[config.mk]
export PLATFORM = sky130hd
export DESIGN_NAME = obs_support_logic
export DESIGN_NICKNAME = d
export VERILOG_FILES = /design/src/source/obi_mon_pkg.sv /design/src/source/core_ctrl_pkg.sv /design/src/source/obi_phases_monitor.sv /design/src/source/trap_req_tracker.sv /design/src/source/obs_support_logic.sv
export SDC_FILE = /design/constraint.sdc
export NUM_CORES = 1
export LEC_CHECK = 0
export ABC_AREA = 1
export BUFFER_PORTS_ARGS = -buffer_cell sky130_fd_sc_hd__buf_2
export CELL_PAD_IN_SITES_DETAIL_PLACEMENT = 0
export CELL_PAD_IN_SITES_GLOBAL_PLACEMENT = 1
export CORE_MARGIN = 10
export CORE_UTILIZATION = 36
export CTS_BUF_LIST = sky130_fd_sc_hd__clkbuf_4
export CTS_CLUSTER_DIAMETER = 150
export DETAILED_ROUTE_END_ITERATION = 8
export GPL_TIMING_DRIVEN = 0
export PLACE_DENSITY_LB_ADDON = 0.1
export SLEW_MARGIN = 15
export SYNTH_ARGS = -nofsm -noshare
export SYNTH_HDL_FRONTEND = slang
export SYNTH_HIERARCHICAL = 1
export SYNTH_SLANG_ARGS = --single-unit
[constraint.sdc]
create_clock -name clk_i -period 1.85 [get_ports clk_i]
set_clock_uncertainty 0.05 [all_clocks]
set_input_delay 0.0925 -clock clk_i [delete_from_list [all_inputs] [get_ports clk_i]]
set_output_delay 0.0925 -clock clk_i [all_outputs]
set_load 0.01 [all_outputs]
[src/source/obi_mon_pkg.sv]
package obi_mon_pkg;

  // ----------------------------------------
  // sizes
  // ----------------------------------------

  // width of the outstanding address-phase counter
  localparam int unsigned OUTST_W = 4;

  // the counter stops at this value instead of wrapping back to zero
  localparam logic [OUTST_W-1:0] OUTST_MAX = '1;

  // number of OBI links watched by the top level
  localparam int unsigned NUM_LINKS = 5;

  // ----------------------------------------
  // link naming
  // ----------------------------------------

  // array index of each watched link in links_i and phases_o
  // abiim is alignment buffer to instruction MPU, lml is LSU to its MPU,
  // lrfodi is LSU response filter to OBI data interface
  typedef enum logic [2:0] {
    LINK_DATA   = 3'd0,
    LINK_INSTR  = 3'd1,
    LINK_ABIIM  = 3'd2,
    LINK_LML    = 3'd3,
    LINK_LRFODI = 3'd4
  } obi_link_e;

  // ----------------------------------------
  // bus types
  // ----------------------------------------

  // the handshake signals of one link, as seen from the side
  typedef struct packed {
    logic req;
    logic gnt;
    logic rvalid;
    logic rready;
  } obi_link_t;

  // per-link result registered one cycle after the observed bus cycle
  typedef struct packed {
    logic               addr_ph_cont;
    logic               resp_ph_cont;
    logic [OUTST_W-1:0] addr_ph_cnt;
  } obi_phase_t;

endpackage

[src/source/core_ctrl_pkg.sv]
package core_ctrl_pkg;

  // ----------------------------------------
  // program counter source
  // ----------------------------------------

  // width of the pc mux select coming out of the controller
  localparam int unsigned PC_MUX_W = 3;

  // where the controller takes the next pc from when pc_set is high
  // only the exception and debug-entry traps matter to the trap tracker
  typedef enum logic [PC_MUX_W-1:0] {
    PC_BOOT     = 3'd0,
    PC_JUMP     = 3'd1,
    PC_BRANCH   = 3'd2,
    PC_MRET     = 3'd3,
    PC_TRAP_EXC = 3'd4,
    PC_TRAP_DBE = 3'd5,
    PC_TRAP_IRQ = 3'd6,
    PC_DRET     = 3'd7
  } pc_mux_e;

  // ----------------------------------------
  // controller observation
  // ----------------------------------------

  // pc_set is the jump strobe of the controller in the writeback stage
  // pc_mux qualifies that strobe and is ignored while pc_set is low
  // retire_valid pulses once for every instruction that retires
  typedef struct packed {
    logic    pc_set;
    pc_mux_e pc_mux;
    logic    retire_valid;
  } ctrl_obs_t;

endpackage

[src/source/obi_phases_monitor.sv]
module obi_phases_monitor (
  input  logic                    clk_i,
  input  logic                    rst_ni,
  input  obi_mon_pkg::obi_link_t  link_i,
  output obi_mon_pkg::obi_phase_t phase_o
);

  import obi_mon_pkg::*;

  // ----------------------------------------
  // phase decode
  // ----------------------------------------

  // an address phase completes when the request is granted
  logic addr_ph;
  // a response phase completes when the response is accepted
  logic resp_ph;

  logic               addr_ph_cont_q;
  logic               resp_ph_cont_q;
  logic [OUTST_W-1:0] addr_ph_cnt_q;

  assign addr_ph = link_i.req & link_i.gnt;
  assign resp_ph = link_i.rvalid & link_i.rready;

  // ----------------------------------------
  // continuation indicators
  // ----------------------------------------

  // a request left waiting for gnt, or a response left waiting for rready,
  // means the phase carries over into the next cycle
  always_ff @(posedge clk_i or negedge rst_ni) begin
    if (!rst_ni) begin
      addr_ph_cont_q <= 1'b0;
      resp_ph_cont_q <= 1'b0;
    end else begin
      addr_ph_cont_q <= link_i.req & ~link_i.gnt;
      resp_ph_cont_q <= link_i.rvalid & ~link_i.rready;
    end
  end

  // ----------------------------------------
  // outstanding address phases
  // ----------------------------------------

  // counts granted requests that have not been answered yet
  // an address and a response phase in the same cycle cancel out
  // the count holds at its maximum and never drops below zero
  always_ff @(posedge clk_i or negedge rst_ni) begin
    if (!rst_ni) begin
      addr_ph_cnt_q <= '0;
    end else begin
      if (addr_ph && !resp_ph && (addr_ph_cnt_q != OUTST_MAX)) begin
        addr_ph_cnt_q <= addr_ph_cnt_q + 1'b1;
      end else if (!addr_ph && resp_ph && (addr_ph_cnt_q != '0)) begin
        addr_ph_cnt_q <= addr_ph_cnt_q - 1'b1;
      end
    end
  end

  // pack the registered results for the consumer
  assign phase_o.addr_ph_cont = addr_ph_cont_q;
  assign phase_o.resp_ph_cont = resp_ph_cont_q;
  assign phase_o.addr_ph_cnt  = addr_ph_cnt_q;

endmodule

[src/source/trap_req_tracker.sv]
module trap_req_tracker (
  input  logic                     clk_i,
  input  logic                     rst_ni,
  input  obi_mon_pkg::obi_link_t   data_link_i,
  input  core_ctrl_pkg::ctrl_obs_t ctrl_i,
  output logic                     req_after_trap_o
);

  import core_ctrl_pkg::*;

  // ----------------------------------------
  // trap decode
  // ----------------------------------------

  // only synchronous exceptions and debug entry count as a trap here
  // interrupts and plain jumps do not open the window
  logic trap_taken;
  // a new data request right after an address phase finished last cycle
  logic new_req;

  // data gnt delayed by one cycle
  logic data_gnt_q;
  // high from the trap until the next instruction retires
  logic trap_active_q;
  logic req_after_trap_q;

  assign trap_taken = ctrl_i.pc_set &&
                      ((ctrl_i.pc_mux == PC_TRAP_EXC) || (ctrl_i.pc_mux == PC_TRAP_DBE));

  assign new_req = data_link_i.req & data_gnt_q;

  // ----------------------------------------
  // trap window and flag
  // ----------------------------------------

  always_ff @(posedge clk_i or negedge rst_ni) begin
    if (!rst_ni) begin
      data_gnt_q       <= 1'b0;
      trap_active_q    <= 1'b0;
      req_after_trap_q <= 1'b0;
    end else begin
      data_gnt_q <= data_link_i.gnt;

      if (trap_taken) begin
        // the window opens, and a request in this very cycle already counts
        trap_active_q <= 1'b1;
        if (new_req) begin
          req_after_trap_q <= 1'b1;
        end
      end else if (ctrl_i.retire_valid) begin
        // the trapping instruction has retired so the window closes
        trap_active_q    <= 1'b0;
        req_after_trap_q <= 1'b0;
      end else if (trap_active_q && new_req) begin
        req_after_trap_q <= 1'b1;
      end
    end
  end

  // the flag stays up until retirement clears it
  assign req_after_trap_o = req_after_trap_q;

endmodule

[src/source/obs_support_logic.sv]
module obs_support_logic (
  input  logic                                                clk_i,
  input  logic                                                rst_ni,
  // observed handshake of every link, indexed by obi_link_e
  input  obi_mon_pkg::obi_link_t  [obi_mon_pkg::NUM_LINKS-1:0] links_i,
  // controller jump strobe and retire strobe
  input  core_ctrl_pkg::ctrl_obs_t                            ctrl_i,
  // per-link phase results, same indexing as links_i
  output obi_mon_pkg::obi_phase_t [obi_mon_pkg::NUM_LINKS-1:0] phases_o,
  // data request seen between a trap and the next retirement
  output logic                                                req_after_trap_o
);

  import obi_mon_pkg::*;

  // ----------------------------------------
  // per-link phase monitors
  // ----------------------------------------

  // one monitor for each link, from the data bus up to the
  // LSU response filter link
  // every output is registered, so results lag the bus by one cycle
  for (genvar g = int'(LINK_DATA); g <= int'(LINK_LRFODI); g++) begin : gen_link_mon
    obi_phases_monitor i_phase_mon (
      .clk_i   (clk_i),
      .rst_ni  (rst_ni),
      .link_i  (links_i[g]),
      .phase_o (phases_o[g])
    );
  end

  // ----------------------------------------
  // trap tracking on the data bus
  // ----------------------------------------

  // only the data bus matters for requests issued after a trap
  // the instruction side is free to keep fetching
  trap_req_tracker i_trap_tracker (
    .clk_i            (clk_i),
    .rst_ni           (rst_ni),
    .data_link_i      (links_i[LINK_DATA]),
    .ctrl_i           (ctrl_i),
    .req_after_trap_o (req_after_trap_o)
  );

endmodule

==> results of run 1 <==
==> routing by layer <==
| metal | track usage | up-vias |
|---|---|---|
| li1 | - | 1108 |
| met5 | 0 | - |
| met1 | 0.133 | 890 |
| met4 | 0.0293 | 0 |
| met2 | 0.174 | 37 |
| met3 | 0.0440 | 7 |
==> critical path, delay by kind of cell <==
family | cells | cell delay, ps
fa+ha+maj | 1 | 250
buf+inv | 3 | 720
simple gates | 8 | 840
==> stage by stage <==
step                      hold WS, ps  power, mW  utilization  area [µm²]
after detailed placement          165       3.33        0.428        2690
after global routing             67.4       4.61        0.507        3180
after floorplan                  -253       2.75            -        2310
final                            71.6       4.10        0.507        3180
after global placement            153       3.31        0.428        2690
after CTS                        52.9       3.87        0.482        3020
==> registers in the layout, indices dropped and copies added (netlist names) <==
| register | count |
|---|---|
| gen_link_mon.i_phase_mon/addr_ph_cnt_q | 20 |
| gen_link_mon.i_phase_mon/addr_ph_cont_q | 5 |
| gen_link_mon.i_phase_mon/resp_ph_cont_q | 5 |
| i_trap_tracker/data_gnt_q | 1 |
| i_trap_tracker/req_after_trap_o | 1 |
| i_trap_tracker/trap_active_q | 1 |
==> logic make-up after synthesis <==
kind of cell	count (synthesis)	share of synthesized area
buf+inv	48	0.0942
xor+xnor	10	0.0379
fa+ha+maj	15	0.0975
simple gates	183	0.391
flops	33	0.357
compound gates	10	0.0217
==> final cells by class <==
type | instances | share of cell area
Inverter | 38 | 0.0448
Timing Repair Buffer | 95 | 0.199
Clock inverter | 1 | 0.00157
Buffer | 10 | 0.0236
Clock buffer | 5 | 0.0118
Tap cell | 77 | 0.0303
Sequential cell | 33 | 0.266
Multi-Input combinational cell | 218 | 0.423
==> timing repair <==
action | in CTS | in global routing
setup endpoints to repair | 4 | 5
gates resized for setup | 7 | 17
hold endpoints to repair | 46 | 0
setup buffers | 6 | 9
hold buffers | 24 | 0
==> worst max path at each step <==
stage                                            startpoint                                           end
3_3_place_gp   gen_link_mon[1].i_phase_mon/addr_ph_cnt_q[0]  gen_link_mon[1].i_phase_mon/addr_ph_cnt_q[3]
2_1_floorplan  gen_link_mon[1].i_phase_mon/addr_ph_cnt_q[0]  gen_link_mon[1].i_phase_mon/addr_ph_cnt_q[3]
5_1_grt                                          links_i[0]  gen_link_mon[0].i_phase_mon/addr_ph_cnt_q[3]
3_5_place_dp   gen_link_mon[1].i_phase_mon/addr_ph_cnt_q[0]  gen_link_mon[1].i_phase_mon/addr_ph_cnt_q[3]
6_report                                         links_i[8]  gen_link_mon[2].i_phase_mon/addr_ph_cnt_q[3]
4_1_cts        gen_link_mon[2].i_phase_mon/addr_ph_cnt_q[1]  gen_link_mon[2].i_phase_mon/addr_ph_cnt_q[3]
==> where the power goes <==
group          internal (mW)  switching [mW]  leakage, nW
clock network          0.132           0.225       0.0269
logic                   1.20            1.30         1.29
registers              0.993           0.250        0.386
==> synth_stat cells <==
library cell	count	area (µm²)
fa_1	5	100
inv_1	32	120
or2_0	2	12.5
xnor2_1	5	43.8
xor2_1	5	43.8
nand3_2	6	60.1
a21oi_1	10	50.1
nand4_1	5	31.3
nand2_2	22	138
inv_2	1	3.75
dfrtp_1	33	826
nand3_1	10	50.1
clkinv_1	5	18.8
nand2_4	10	113
buf_4	10	75.1
nand2_1	75	282
nor2_1	45	169
ha_1	10	125
or2_2	3	18.8
nor2_2	5	31.3
==> run summary, run 1 <==
The category of the worst setup path launch point is an input pin. The number of fill cells in the layout came out at 639. The area used by sequential logic in the layout is 847 µm².

The first TritonRoute pass finished after 4 iterations. The via count is 2042. The post-route worst setup slack is 131 ps. The first-pass GRT wire length is 9100 µm.

The clock slew at the register clock pins of the worst setup and hold paths is 100 ps. For the worst flop-to-flop path, the logic depth is 10. The setup-violating endpoint count in the final report came out at 0. The signal on the critical path passes through dlygate4sd3_1 > buf_2 > nand2_1 > inv_1 > nor2_2 > nand2_4 > ha_4 > or2_0 > nand2_1 > nand2_2 > nand4_1 > nand2_1.

TritonCTS built the clock tree. The width of the chip came out at 100 µm. The nature of the critical path endpoint is a register. The setup slack of the most critical reg-to-reg path is 130 ps. The maximum clock path buffer count is 2. The actual slew at the worst max-slew pin came out at 765 ps. The largest stage delay on the critical path is 540 ps. The number of design-rule violations left by the first detailed-router iteration is 34. The cell type of the slowest stage on the worst timing path is dlygate4sd3_1. Along the worst path, the maximum fanout reaches 6. The worst hold path passes through 5 cells.

The routed length on met1 is 2270 µm. The uppermost signal routing layer after detailed routing is met4. The number of design rule violations left after detail routing came out at 0. STA puts the critical path data required time at 2030 ps. The number of distinct library cells after synthesis is 20. In this run the critical register-to-register path is captured at gen_link_mon[1].i_phase_mon/addr_ph_cnt_q[3]. For this design the ratio of total power to cell area is 1290 nW/µm². The data arrival time of the worst path is 1900 ps.

The amount of wire on met3 after detailed routing is 396 µm. The detailed-placement wirelength estimate is 3850 µm. The number of endpoints with negative hold slack in the final report is 0. In the layout the commonest cells are nand2_1, buf_2, nor2_1.

For this run, the register share of the synthesized area comes to 0.357. The initial antenna violation count is 0. Setup repair after global routing left no endpoint under its margin. The path class of the tightest hold or removal check is in2reg. The number of nets in the synthesized netlist is 341. In this design, the critical path's most frequently occurring cell is nand2_1. The overall die area is 10000 µm². The number of nets still failing antenna checks after routing came out at 0.

The worst hold path begins at ctrl_i[4]. The later-pin clock latency in the skew report came out at 320 ps. The count of H-tree levels built during CTS is 2. Clock tree synthesis selected as its root buffer the cell clkbuf_4. The count of clock tree sinks came out at 33. Measured against its own limit, the worst slew margin works out to 0.490. The post-layout net count is 443. The synthesized area per cell came out at 7.73 µm². The area taken by multi-input logic gates came out at 1350 µm².

Routability-driven placement finished with a final weighted congestion of 0.710. VDD sags by at most 0.557 mV. The number of buffers added on ports came out at 56. The summed negative setup slack over all endpoints is 0 ps. The number of warnings issued by yosys came out at 6. The final non-filler cell total is 477. The critical path class is in2reg. The via count of the first global-routing pass is 1985.

The total area inside the core boundary comes to 6280 µm². The final period utilization is 0.929. Counting I/O delays and the setup requirement, the final critical path takes 1720 ps. After global routing the overflow that remains totals 0. The post-placement cell count is 432. The pin count of the biggest net entering global routing came out at 34.

The leakage power is 1.70 nW. The per-cell via count in the routed design is 4.28. The initialized floorplan defines 29 standard-cell rows. The worst register-to-register path begins at gen_link_mon[1].i_phase_mon/addr_ph_cnt_q[2].

The overall global routing resource usage is 0.109. Counting flops and latches in the post-synthesis netlist gives 33. The post-placement setup slack came out at -51.0 ps. The number of top-level design ports is 58. The number of maximum-capacitance violations came out at 0. The post-synthesis instance area came out at 2310 µm². The number of antenna diodes in the final layout is 0. The TritonCTS buffer count is 5. The fraction of final layout cells sized beyond drive strength 1 came out at 0.395. Dividing the detail-routed wire length by the instance count gives 10.9 µm. The flow ran to the end, and the final reports show no timing, DRC or antenna violations. The most frequent standard cell in the layout excluding fill and tap cells is nand2_1. The growth of design area from synthesis to finish is 37.7%.

The number of standard cells after synthesis is 299. For hold timing, the worst endpoint is i_trap_tracker/req_after_trap_o. The upper clock frequency limit is 582 MHz. The die boundary height is 100 µm. The aggregate routed wire length is 5200 µm.

The final-report max-slew violation count is 0. The routed length on met2 is 2480 µm. For this configuration, the core starts out at a cell density of 0.368.
(Power assumes the default switching activity.)
==> run 2: changes to the inputs <==
==> constraint.sdc (replaced) <==
create_clock -name clk_i -period 1.85 [get_ports clk_i]
set_clock_uncertainty 0.05 [all_clocks]
set_input_delay 0.2775 -clock clk_i [delete_from_list [all_inputs] [get_ports clk_i]]
set_output_delay 0.2775 -clock clk_i [all_outputs]
set_load 0.01 [all_outputs]
==> run summary, run 2 (synthesis results as in run 1) <==
The flow ran to the end, and the final reports show no timing, DRC or antenna violations. The global-route congestion overflow total is 0 (unchanged). The worst setup path is of the reg2reg kind. The largest registers in the layout are gen_link_mon.i_phase_mon/addr_ph_cnt_q: 20 flops, gen_link_mon.i_phase_mon/addr_ph_cont_q: 5 flops, gen_link_mon.i_phase_mon/resp_ph_cont_q: 5 flops. The leakage power came out at 1.60 nW (-6.2%). The highest net fanout along the worst path came to 6 (unchanged). The number of design rule violations left after detail routing came to 0 (unchanged).

The area taken by multi-input logic gates was 1350 µm² (unchanged). The gate family responsible for the most delay along the worst path is simple AND/OR/NAND/NOR gates. The final period utilization came out at 0.929 (about the same). The average wire per cell in the routed design was 10.8 µm (-0.65%). The first-pass detailed-route iteration total was 4 (unchanged). The number of diodes added for antenna fixing came out at 0 (unchanged).

The number of endpoints with negative hold slack in the final report is 0 (unchanged). The number of nets still failing antenna checks after routing was 0 (unchanged). The post-layout net count came out at 420 (-5.2%). The total power of the final layout came out at 4.06 mW (-1.0%). The per-cell via count in the routed design came out at 4.31 (+0.80%). The sequential cell fraction of total power is 0.305 (+0.002). The pin count of the biggest net entering global routing is 34 (unchanged). The nature of the critical path endpoint is a register. The net switching power came out at 1.77 mW (-0.71%). The worst IR drop on VDD came to 0.574 mV (+3.0%). The power density of the placed cells was 1370 nW/µm² (+6.7%). Among the stages of the critical path, the cell type that occurs most often is nand2_1. The switching share of power was 0.435 (+0.00149). The final non-filler cell total is 454 (-4.8%). The setup-violating endpoint count in the final report came out at 0 (unchanged).

gen_link_mon.i_phase_mon/addr_ph_cnt_q holds more flip-flops than any other register. The routability-driven placement congestion ratio came out at 0.710 (unchanged). The row count was 29 (unchanged). The number of cells on the critical path is 10 (-2). The overall die area is 10000 µm² (unchanged). The instance count along the most critical hold path came out at 1 (-4). Setup repair after global routing left no endpoint under its margin. The required time at the endpoint of the critical path came out at 2020 ps (about the same). The cell at the root of the clock tree is clkbuf_4. The number of top-level design ports came to 58 (unchanged). The combinational group share of total power is 0.608 (-0.002). The core area is 6280 µm² (unchanged). The final-report max-slew violation count is 0 (unchanged).

The overall global routing resource usage is 0.103 (-0.00612). The flip-flop count of the largest register after layout came out at 20 (unchanged). The post-placement setup slack came to -51.0 ps (unchanged). Leaving out fill and tap cells, the most frequent cells in the layout are nand2_1, buf_2, nor2_1.

The largest stage delay on the critical path is 440 ps (-100 ps). The number of maximum-capacitance violations is 0 (unchanged). The width of the chip is 100 µm (unchanged). The data arrival time of the worst path was 1880 ps (-20 ps). The maximum clock path buffer count was 2 (unchanged).

The final standard cell area without fillers came out at 2950 µm² (-7.2%). The number of buffers added on ports is 56 (unchanged). The initial antenna violation count is 0 (unchanged). The number of fill cells in the layout came out at 653 (+2.2%). The most frequent standard cell in the layout excluding fill and tap cells is nand2_1.

The later-pin clock latency in the skew report came out at 320 ps (about the same). The die boundary height came out at 100 µm (unchanged). In this run the worst hold path is classified as in2reg. The count of clock tree sinks is 33 (unchanged).

The clock slew at the register clock pins of the worst setup and hold paths is 90 ps (about the same). The instance area at placement came to 2690 µm² (unchanged). The count of H-tree levels built during CTS is 2 (unchanged). The number of design-rule violations left by the first detailed-router iteration is 41 (+21%).

The number of buffers and inverters on the critical path is 1 (-2). The slowest stage of the critical path belongs to the cell dfrtp_2. The remaining max-slew budget at the tightest pin came out at 0.492 (+0.00168). The detailed-placement wirelength estimate came to 3850 µm (unchanged). Traced cell by cell, the critical path runs through nand2_1 > inv_1 > nand2_2 > nand2_4 > ha_4 > or2_2 > nand2_1 > nand2_1 > nand4_1 > nand2_1. The TritonCTS buffer count came out at 5 (unchanged).

The starting density of the core came out at 0.368 (unchanged). The area growth from synthesis to layout is 27.7%. The fraction of final layout cells sized beyond drive strength 1 is 0.419 (+0.0241). The actual slew at the worst max-slew pin is 763 ps (-2.52 ps). The area used by sequential logic in the layout is 847 µm² (unchanged).

The aggregate routed wire length is 4920 µm (-5.4%). The worst reg-to-reg path cell count is 10 (unchanged). The post-placement cell count was 432 (unchanged). The upper clock frequency limit came out at 582 MHz (about the same).

The via count of the first global-routing pass came out at 1851 (-6.8%). The via count came out at 1959 (-4.1%). The post-route worst setup slack is 132 ps (+1.04 ps). The clock tree from TritonCTS is done. The internal portion of total power came out at 2.29 mW (-1.3%). The first-pass GRT wire length came to 8570 µm (-5.8%).

The fraction of power consumed by the clock network is 0.087 (about the same). The clock period minus final worst setup slack was 1720 ps (-1.04 ps). STA classifies the critical path startpoint as a register.
-- run 2: changes by cell type in the layout (fill, tap and decap cells not counted) --
| cell | previous run | this run |
|---|---|---|
| dlygate4sd3_1 | 24 | 1 |
-- run 2: final timing paths --
check | startpoint | to | slack [ps]
hold / removal | links_i[2] | i_trap_tracker/data_gnt_q | 40
min in group asynchronous | rst_ni | gen_link_mon[4].i_phase_mon/addr_ph_cnt_q[3] | 500
hold reg to reg | i_trap_tracker/req_after_trap_o | i_trap_tracker/req_after_trap_o | 440
setup reg to reg | gen_link_mon[1].i_phase_mon/addr_ph_cnt_q[2] | gen_link_mon[1].i_phase_mon/addr_ph_cnt_q[3] | 130
max in group asynchronous | rst_ni | gen_link_mon[3].i_phase_mon/addr_ph_cnt_q[0] | 710
setup / recovery | gen_link_mon[1].i_phase_mon/addr_ph_cnt_q[2] | gen_link_mon[1].i_phase_mon/addr_ph_cnt_q[3] | 130
-- run 2: power by group through the flow --
stage / Combinational, mW / Sequential [mW] / Clock [mW]
finish: 2.47 / 1.24 / 0.355
detailed placement: 1.94 / 1.39 / 0
CTS: 2.16 / 1.29 / 0.386
global placement: 1.92 / 1.39 / 0
floorplan: 1.34 / 1.41 / 0
global route: 2.86 / 1.28 / 0.421
-- run 2: layout make-up --
| type | instances | area share |
|---|---|---|
| Multi-Input combinational cell | 218 | 0.456 |
| Sequential cell | 33 | 0.287 |
| Timing Repair Buffer | 72 | 0.136 |
| Inverter | 38 | 0.0483 |
| Tap cell | 77 | 0.0326 |
| Buffer | 10 | 0.0254 |
| Clock buffer | 5 | 0.0127 |
| Clock inverter | 1 | 0.00170 |
-- run 2: repair_timing --
| action | 4_1_cts | 5_1_grt |
|---|---|---|
| resized for setup | 7 | 17 |
| hold buffers | 1 | 0 |
| hold endpoints to repair | 33 | 0 |
| setup buffers | 6 | 9 |
| setup endpoints to repair | 4 | 5 |
-- run 2: through the flow --
stage / hold WS [ps] / TNS (ps) / util
final: 42.0 / 0 / 0.470
after global routing: 9.16 / 0 / 0.470
after CTS: 24.5 / 0 / 0.445
after detailed placement: 350 / -149 / 0.428
after global placement: 338 / -169 / 0.428
after floorplan: -68.1 / 0 / -
-- run 2: routing by layer --
layer  wire length (µm)  up-vias  part of all wire  GRT usage
met5                  0        -                 0          0
met1               2170      850              0.44      0.128
met3                405        7             0.082     0.0440
li1                   -     1063                 -          -
met4                 51        0             0.010     0.0293
met2               2290       39              0.47      0.159
-- run 2: worst reg2reg max path, stage by stage, from the launching register on --
cell     delay (ps)
dfrtp_2         440
nand2_1          90
inv_1            50
nand2_2          70
nand2_4          90
ha_4            250
or2_2           270
nand2_1          80
nand2_1          80
nand4_1          90
nand2_1          60
==> run 3: changes to the inputs <==
==> constraint.sdc (replaced) <==
create_clock -name clk_i -period 1.85 [get_ports clk_i]
set_clock_uncertainty 0.05 [all_clocks]
set_input_delay 0.555 -clock clk_i [delete_from_list [all_inputs] [get_ports clk_i]]
set_output_delay 0.555 -clock clk_i [all_outputs]
set_load 0.01 [all_outputs]
==> run summary, run 3 (synthesis results as in run 1) <==
The run finished with clean final reports. The setup-violating endpoint count in the final report came out at 0 (unchanged). The number of top-level design ports is 58 (unchanged). The die boundary height is 100 µm (unchanged). The upper clock frequency limit is 581 MHz (-0.20%). The final non-filler cell total came out at 468 (+3.1%). The cell at the root of the clock tree is clkbuf_4.

The combinational group share of total power came out at 0.604 (-0.004). The row count came to 29 (unchanged). The data arrival time of the worst path is 1890 ps (about the same). The count of clock tree sinks is 33 (unchanged). The post-placement cell count is 432 (unchanged). The summed negative setup slack over all endpoints is 0 ps (unchanged). The overall die area is 10000 µm² (unchanged). The largest stage delay on the critical path was 460 ps (+20 ps). The core area is 6280 µm² (unchanged).

The number of diodes added for antenna fixing is 0 (unchanged). The number of maximum-capacitance violations came to 0 (unchanged). The actual slew at the worst max-slew pin was 759 ps (-3.94 ps).

The via count of the first global-routing pass came to 1838 (-0.70%). The final standard cell area without fillers is 3040 µm² (+3.0%). The net switching power came out at 1.83 mW (+3.7%). The required time at the endpoint of the critical path is 2020 ps (about the same). The clock period minus final worst setup slack is 1720 ps (+3.44 ps). The final-report max-slew violation count came to 0 (unchanged). The later-pin clock latency in the skew report came to 330 ps (about the same). The category of the worst setup path launch point is a register.

The per-cell via count in the routed design was 4.22 (-2.3%). The instance area at placement is 2730 µm² (+1.4%). The internal portion of total power was 2.45 mW (+7.0%). The switching share of power came out at 0.428 (-0.00752). The starting density of the core came out at 0.368 (unchanged). The highest net fanout along the worst path is 6 (unchanged). The sequential cell fraction of total power was 0.301 (-0.004).

The worst hold-check slack came out at 223 ps (+181 ps). The post-layout net count was 432 (+2.9%). The overall global routing resource usage came out at 0.0987 (-0.00445). The global-route congestion overflow total came out at 0 (unchanged). The most frequent standard cell in the layout excluding fill and tap cells is nand2_1. The signal on the critical path passes through nand2_2 > clkinv_1 > nand2_2 > nand2_4 > ha_4 > or2_2 > nand2_1 > nand2_1 > nand4_1 > nand2_1. The TritonCTS buffer count is 5 (unchanged). The largest registers in the layout are gen_link_mon.i_phase_mon/addr_ph_cnt_q: 20 flops, gen_link_mon.i_phase_mon/addr_ph_cont_q: 5 flops, gen_link_mon.i_phase_mon/resp_ph_cont_q: 5 flops.

The number of design-rule violations left by the first detailed-router iteration is 37 (-9.8%). The width of the chip is 100 µm (unchanged). The class of the most critical hold timing path is in2async.

The worst setup path is captured at a register. The clock tree from TritonCTS is done. The initial antenna violation count is 0 (unchanged). The count of H-tree levels built during CTS came out at 2 (unchanged). The pin count of the biggest net entering global routing is 34 (unchanged). The leakage power is 1.66 nW (+3.9%). The first-pass GRT wire length came out at 8410 µm (-1.8%). The number of design rule violations left after detail routing is 0 (unchanged).

The maximum clock path buffer count came out at 2 (unchanged). The post-route worst setup slack came to 128 ps (-3.44 ps). The worst IR drop on VDD was 0.651 mV (+13%).

The via count came out at 1973 (+0.71%). The cts-stage hold buffer count is 0 (-1). The library cells used most frequently in the layout, excluding fill and tap cells, are nand2_1, buf_2, nor2_1. The growth of design area from synthesis to finish came out at 31.5%. The fraction of power consumed by the clock network is 0.095 (+0.008).

The first-pass detailed-route iteration total is 7 (+3). The clock slew at the register clock pins of the worst setup and hold paths came out at 110 ps (+20 ps). The power density of the placed cells is 1410 nW/µm² (+2.5%). The final core area utilization is 0.484 (+0.0140). The average wire per cell in the routed design came out at 10.9 µm (+0.16%). The detailed-placement wirelength estimate is 3800 µm (-1.4%).

The aggregate routed wire length is 5080 µm (+3.3%). Counting flops per register, the top entry is gen_link_mon.i_phase_mon/addr_ph_cnt_q. The fraction of final layout cells sized beyond drive strength 1 is 0.440 (+0.0208). The number of nets still failing antenna checks after routing is 0 (unchanged). The post-placement setup slack is -229 ps (-178 ps). The number of endpoints with negative hold slack in the final report is 0 (unchanged).

The remaining max-slew budget at the tightest pin is 0.494 (+0.00263). The final period utilization came out at 0.931 (+0.00186). The number of buffers added on ports came out at 56 (unchanged). The routability-driven placement congestion ratio is 0.741 (+4.4%). The total power of the final layout is 4.28 mW (+5.5%). The flip-flop count of the largest register after layout came out at 20 (unchanged).

The slowest stage of the critical path belongs to the cell dfrtp_2. The critical path is of the reg2reg type. The cell repeated most along the worst path is nand2_1.
[run 3: changes by cell type in the layout (fill, tap and decap cells not counted), sizes merged]
cell / previous run / this run
dlygate4sd3: 1 / 0
clkinv: 6 / 7
buf: 81 / 94
clkinvlp: 0 / 1
[run 3: routing by layer]
layer	GRT usage	routed length (µm)	share of wire	up-vias
met1	0.126	2460	0.48	842
li1	-	-	-	1088
met5	0	0	0	-
met4	0.0261	18	0.0035	0
met2	0.151	2250	0.44	41
met3	0.0385	353	0.070	2
[run 3: layout make-up]
| class | count | area, µm² |
|---|---|---|
| Buffer | 10 | 75.1 |
| Clock buffer | 5 | 37.5 |
| Clock inverter | 3 | 17.5 |
| Fill cell | 639 | 3240 |
| Inverter | 38 | 143 |
| Multi-Input combinational cell | 218 | 1330 |
| Sequential cell | 33 | 847 |
| Tap cell | 77 | 96.3 |
| Timing Repair Buffer | 84 | 490 |
[run 3: critical path, delay by kind of cell, from the launching register on]
kind	cells	cell delay (ps)
AND/OR/NAND/NOR	8	790
flip-flops	1	460
adder cells (fa/ha/maj)	1	250
buffers and inverters	1	70
[run 3: final timing paths]
path | from | endpoint | slack, ps | cells past startpoint
max reg2reg | gen_link_mon[3].i_phase_mon/addr_ph_cnt_q[0] | gen_link_mon[3].i_phase_mon/addr_ph_cnt_q[3] | 130 | 10
min | rst_ni | gen_link_mon[1].i_phase_mon/resp_ph_cont_q | 220 | 1
max in group asynchronous | rst_ni | gen_link_mon[3].i_phase_mon/addr_ph_cnt_q[1] | 980 | 1
min reg2reg | i_trap_tracker/req_after_trap_o | i_trap_tracker/req_after_trap_o | 450 | 2
max | gen_link_mon[3].i_phase_mon/addr_ph_cnt_q[0] | gen_link_mon[3].i_phase_mon/addr_ph_cnt_q[3] | 130 | 10
min in group clk_i | links_i[2] | i_trap_tracker/data_gnt_q | 300 | 1
[run 3: power groups by stage]
| stage | combinational [mW] | clock [mW] | sequential (mW) |
|---|---|---|---|
| after floorplan | 1.38 | 0 | 1.42 |
| after global placement | 1.96 | 0 | 1.41 |
| after detailed placement | 1.98 | 0 | 1.41 |
| after CTS | 1.99 | 0.434 | 1.40 |
| after global routing | 2.97 | 0.470 | 1.33 |
| final | 2.59 | 0.407 | 1.29 |
[run 3: timing repair]
action | 4_1_cts | 5_1_grt
endpoints found under the setup margin | 2 | 5
resized for setup | 2 | 18
setup buffers | 0 | 28
pin swaps | 0 | 0
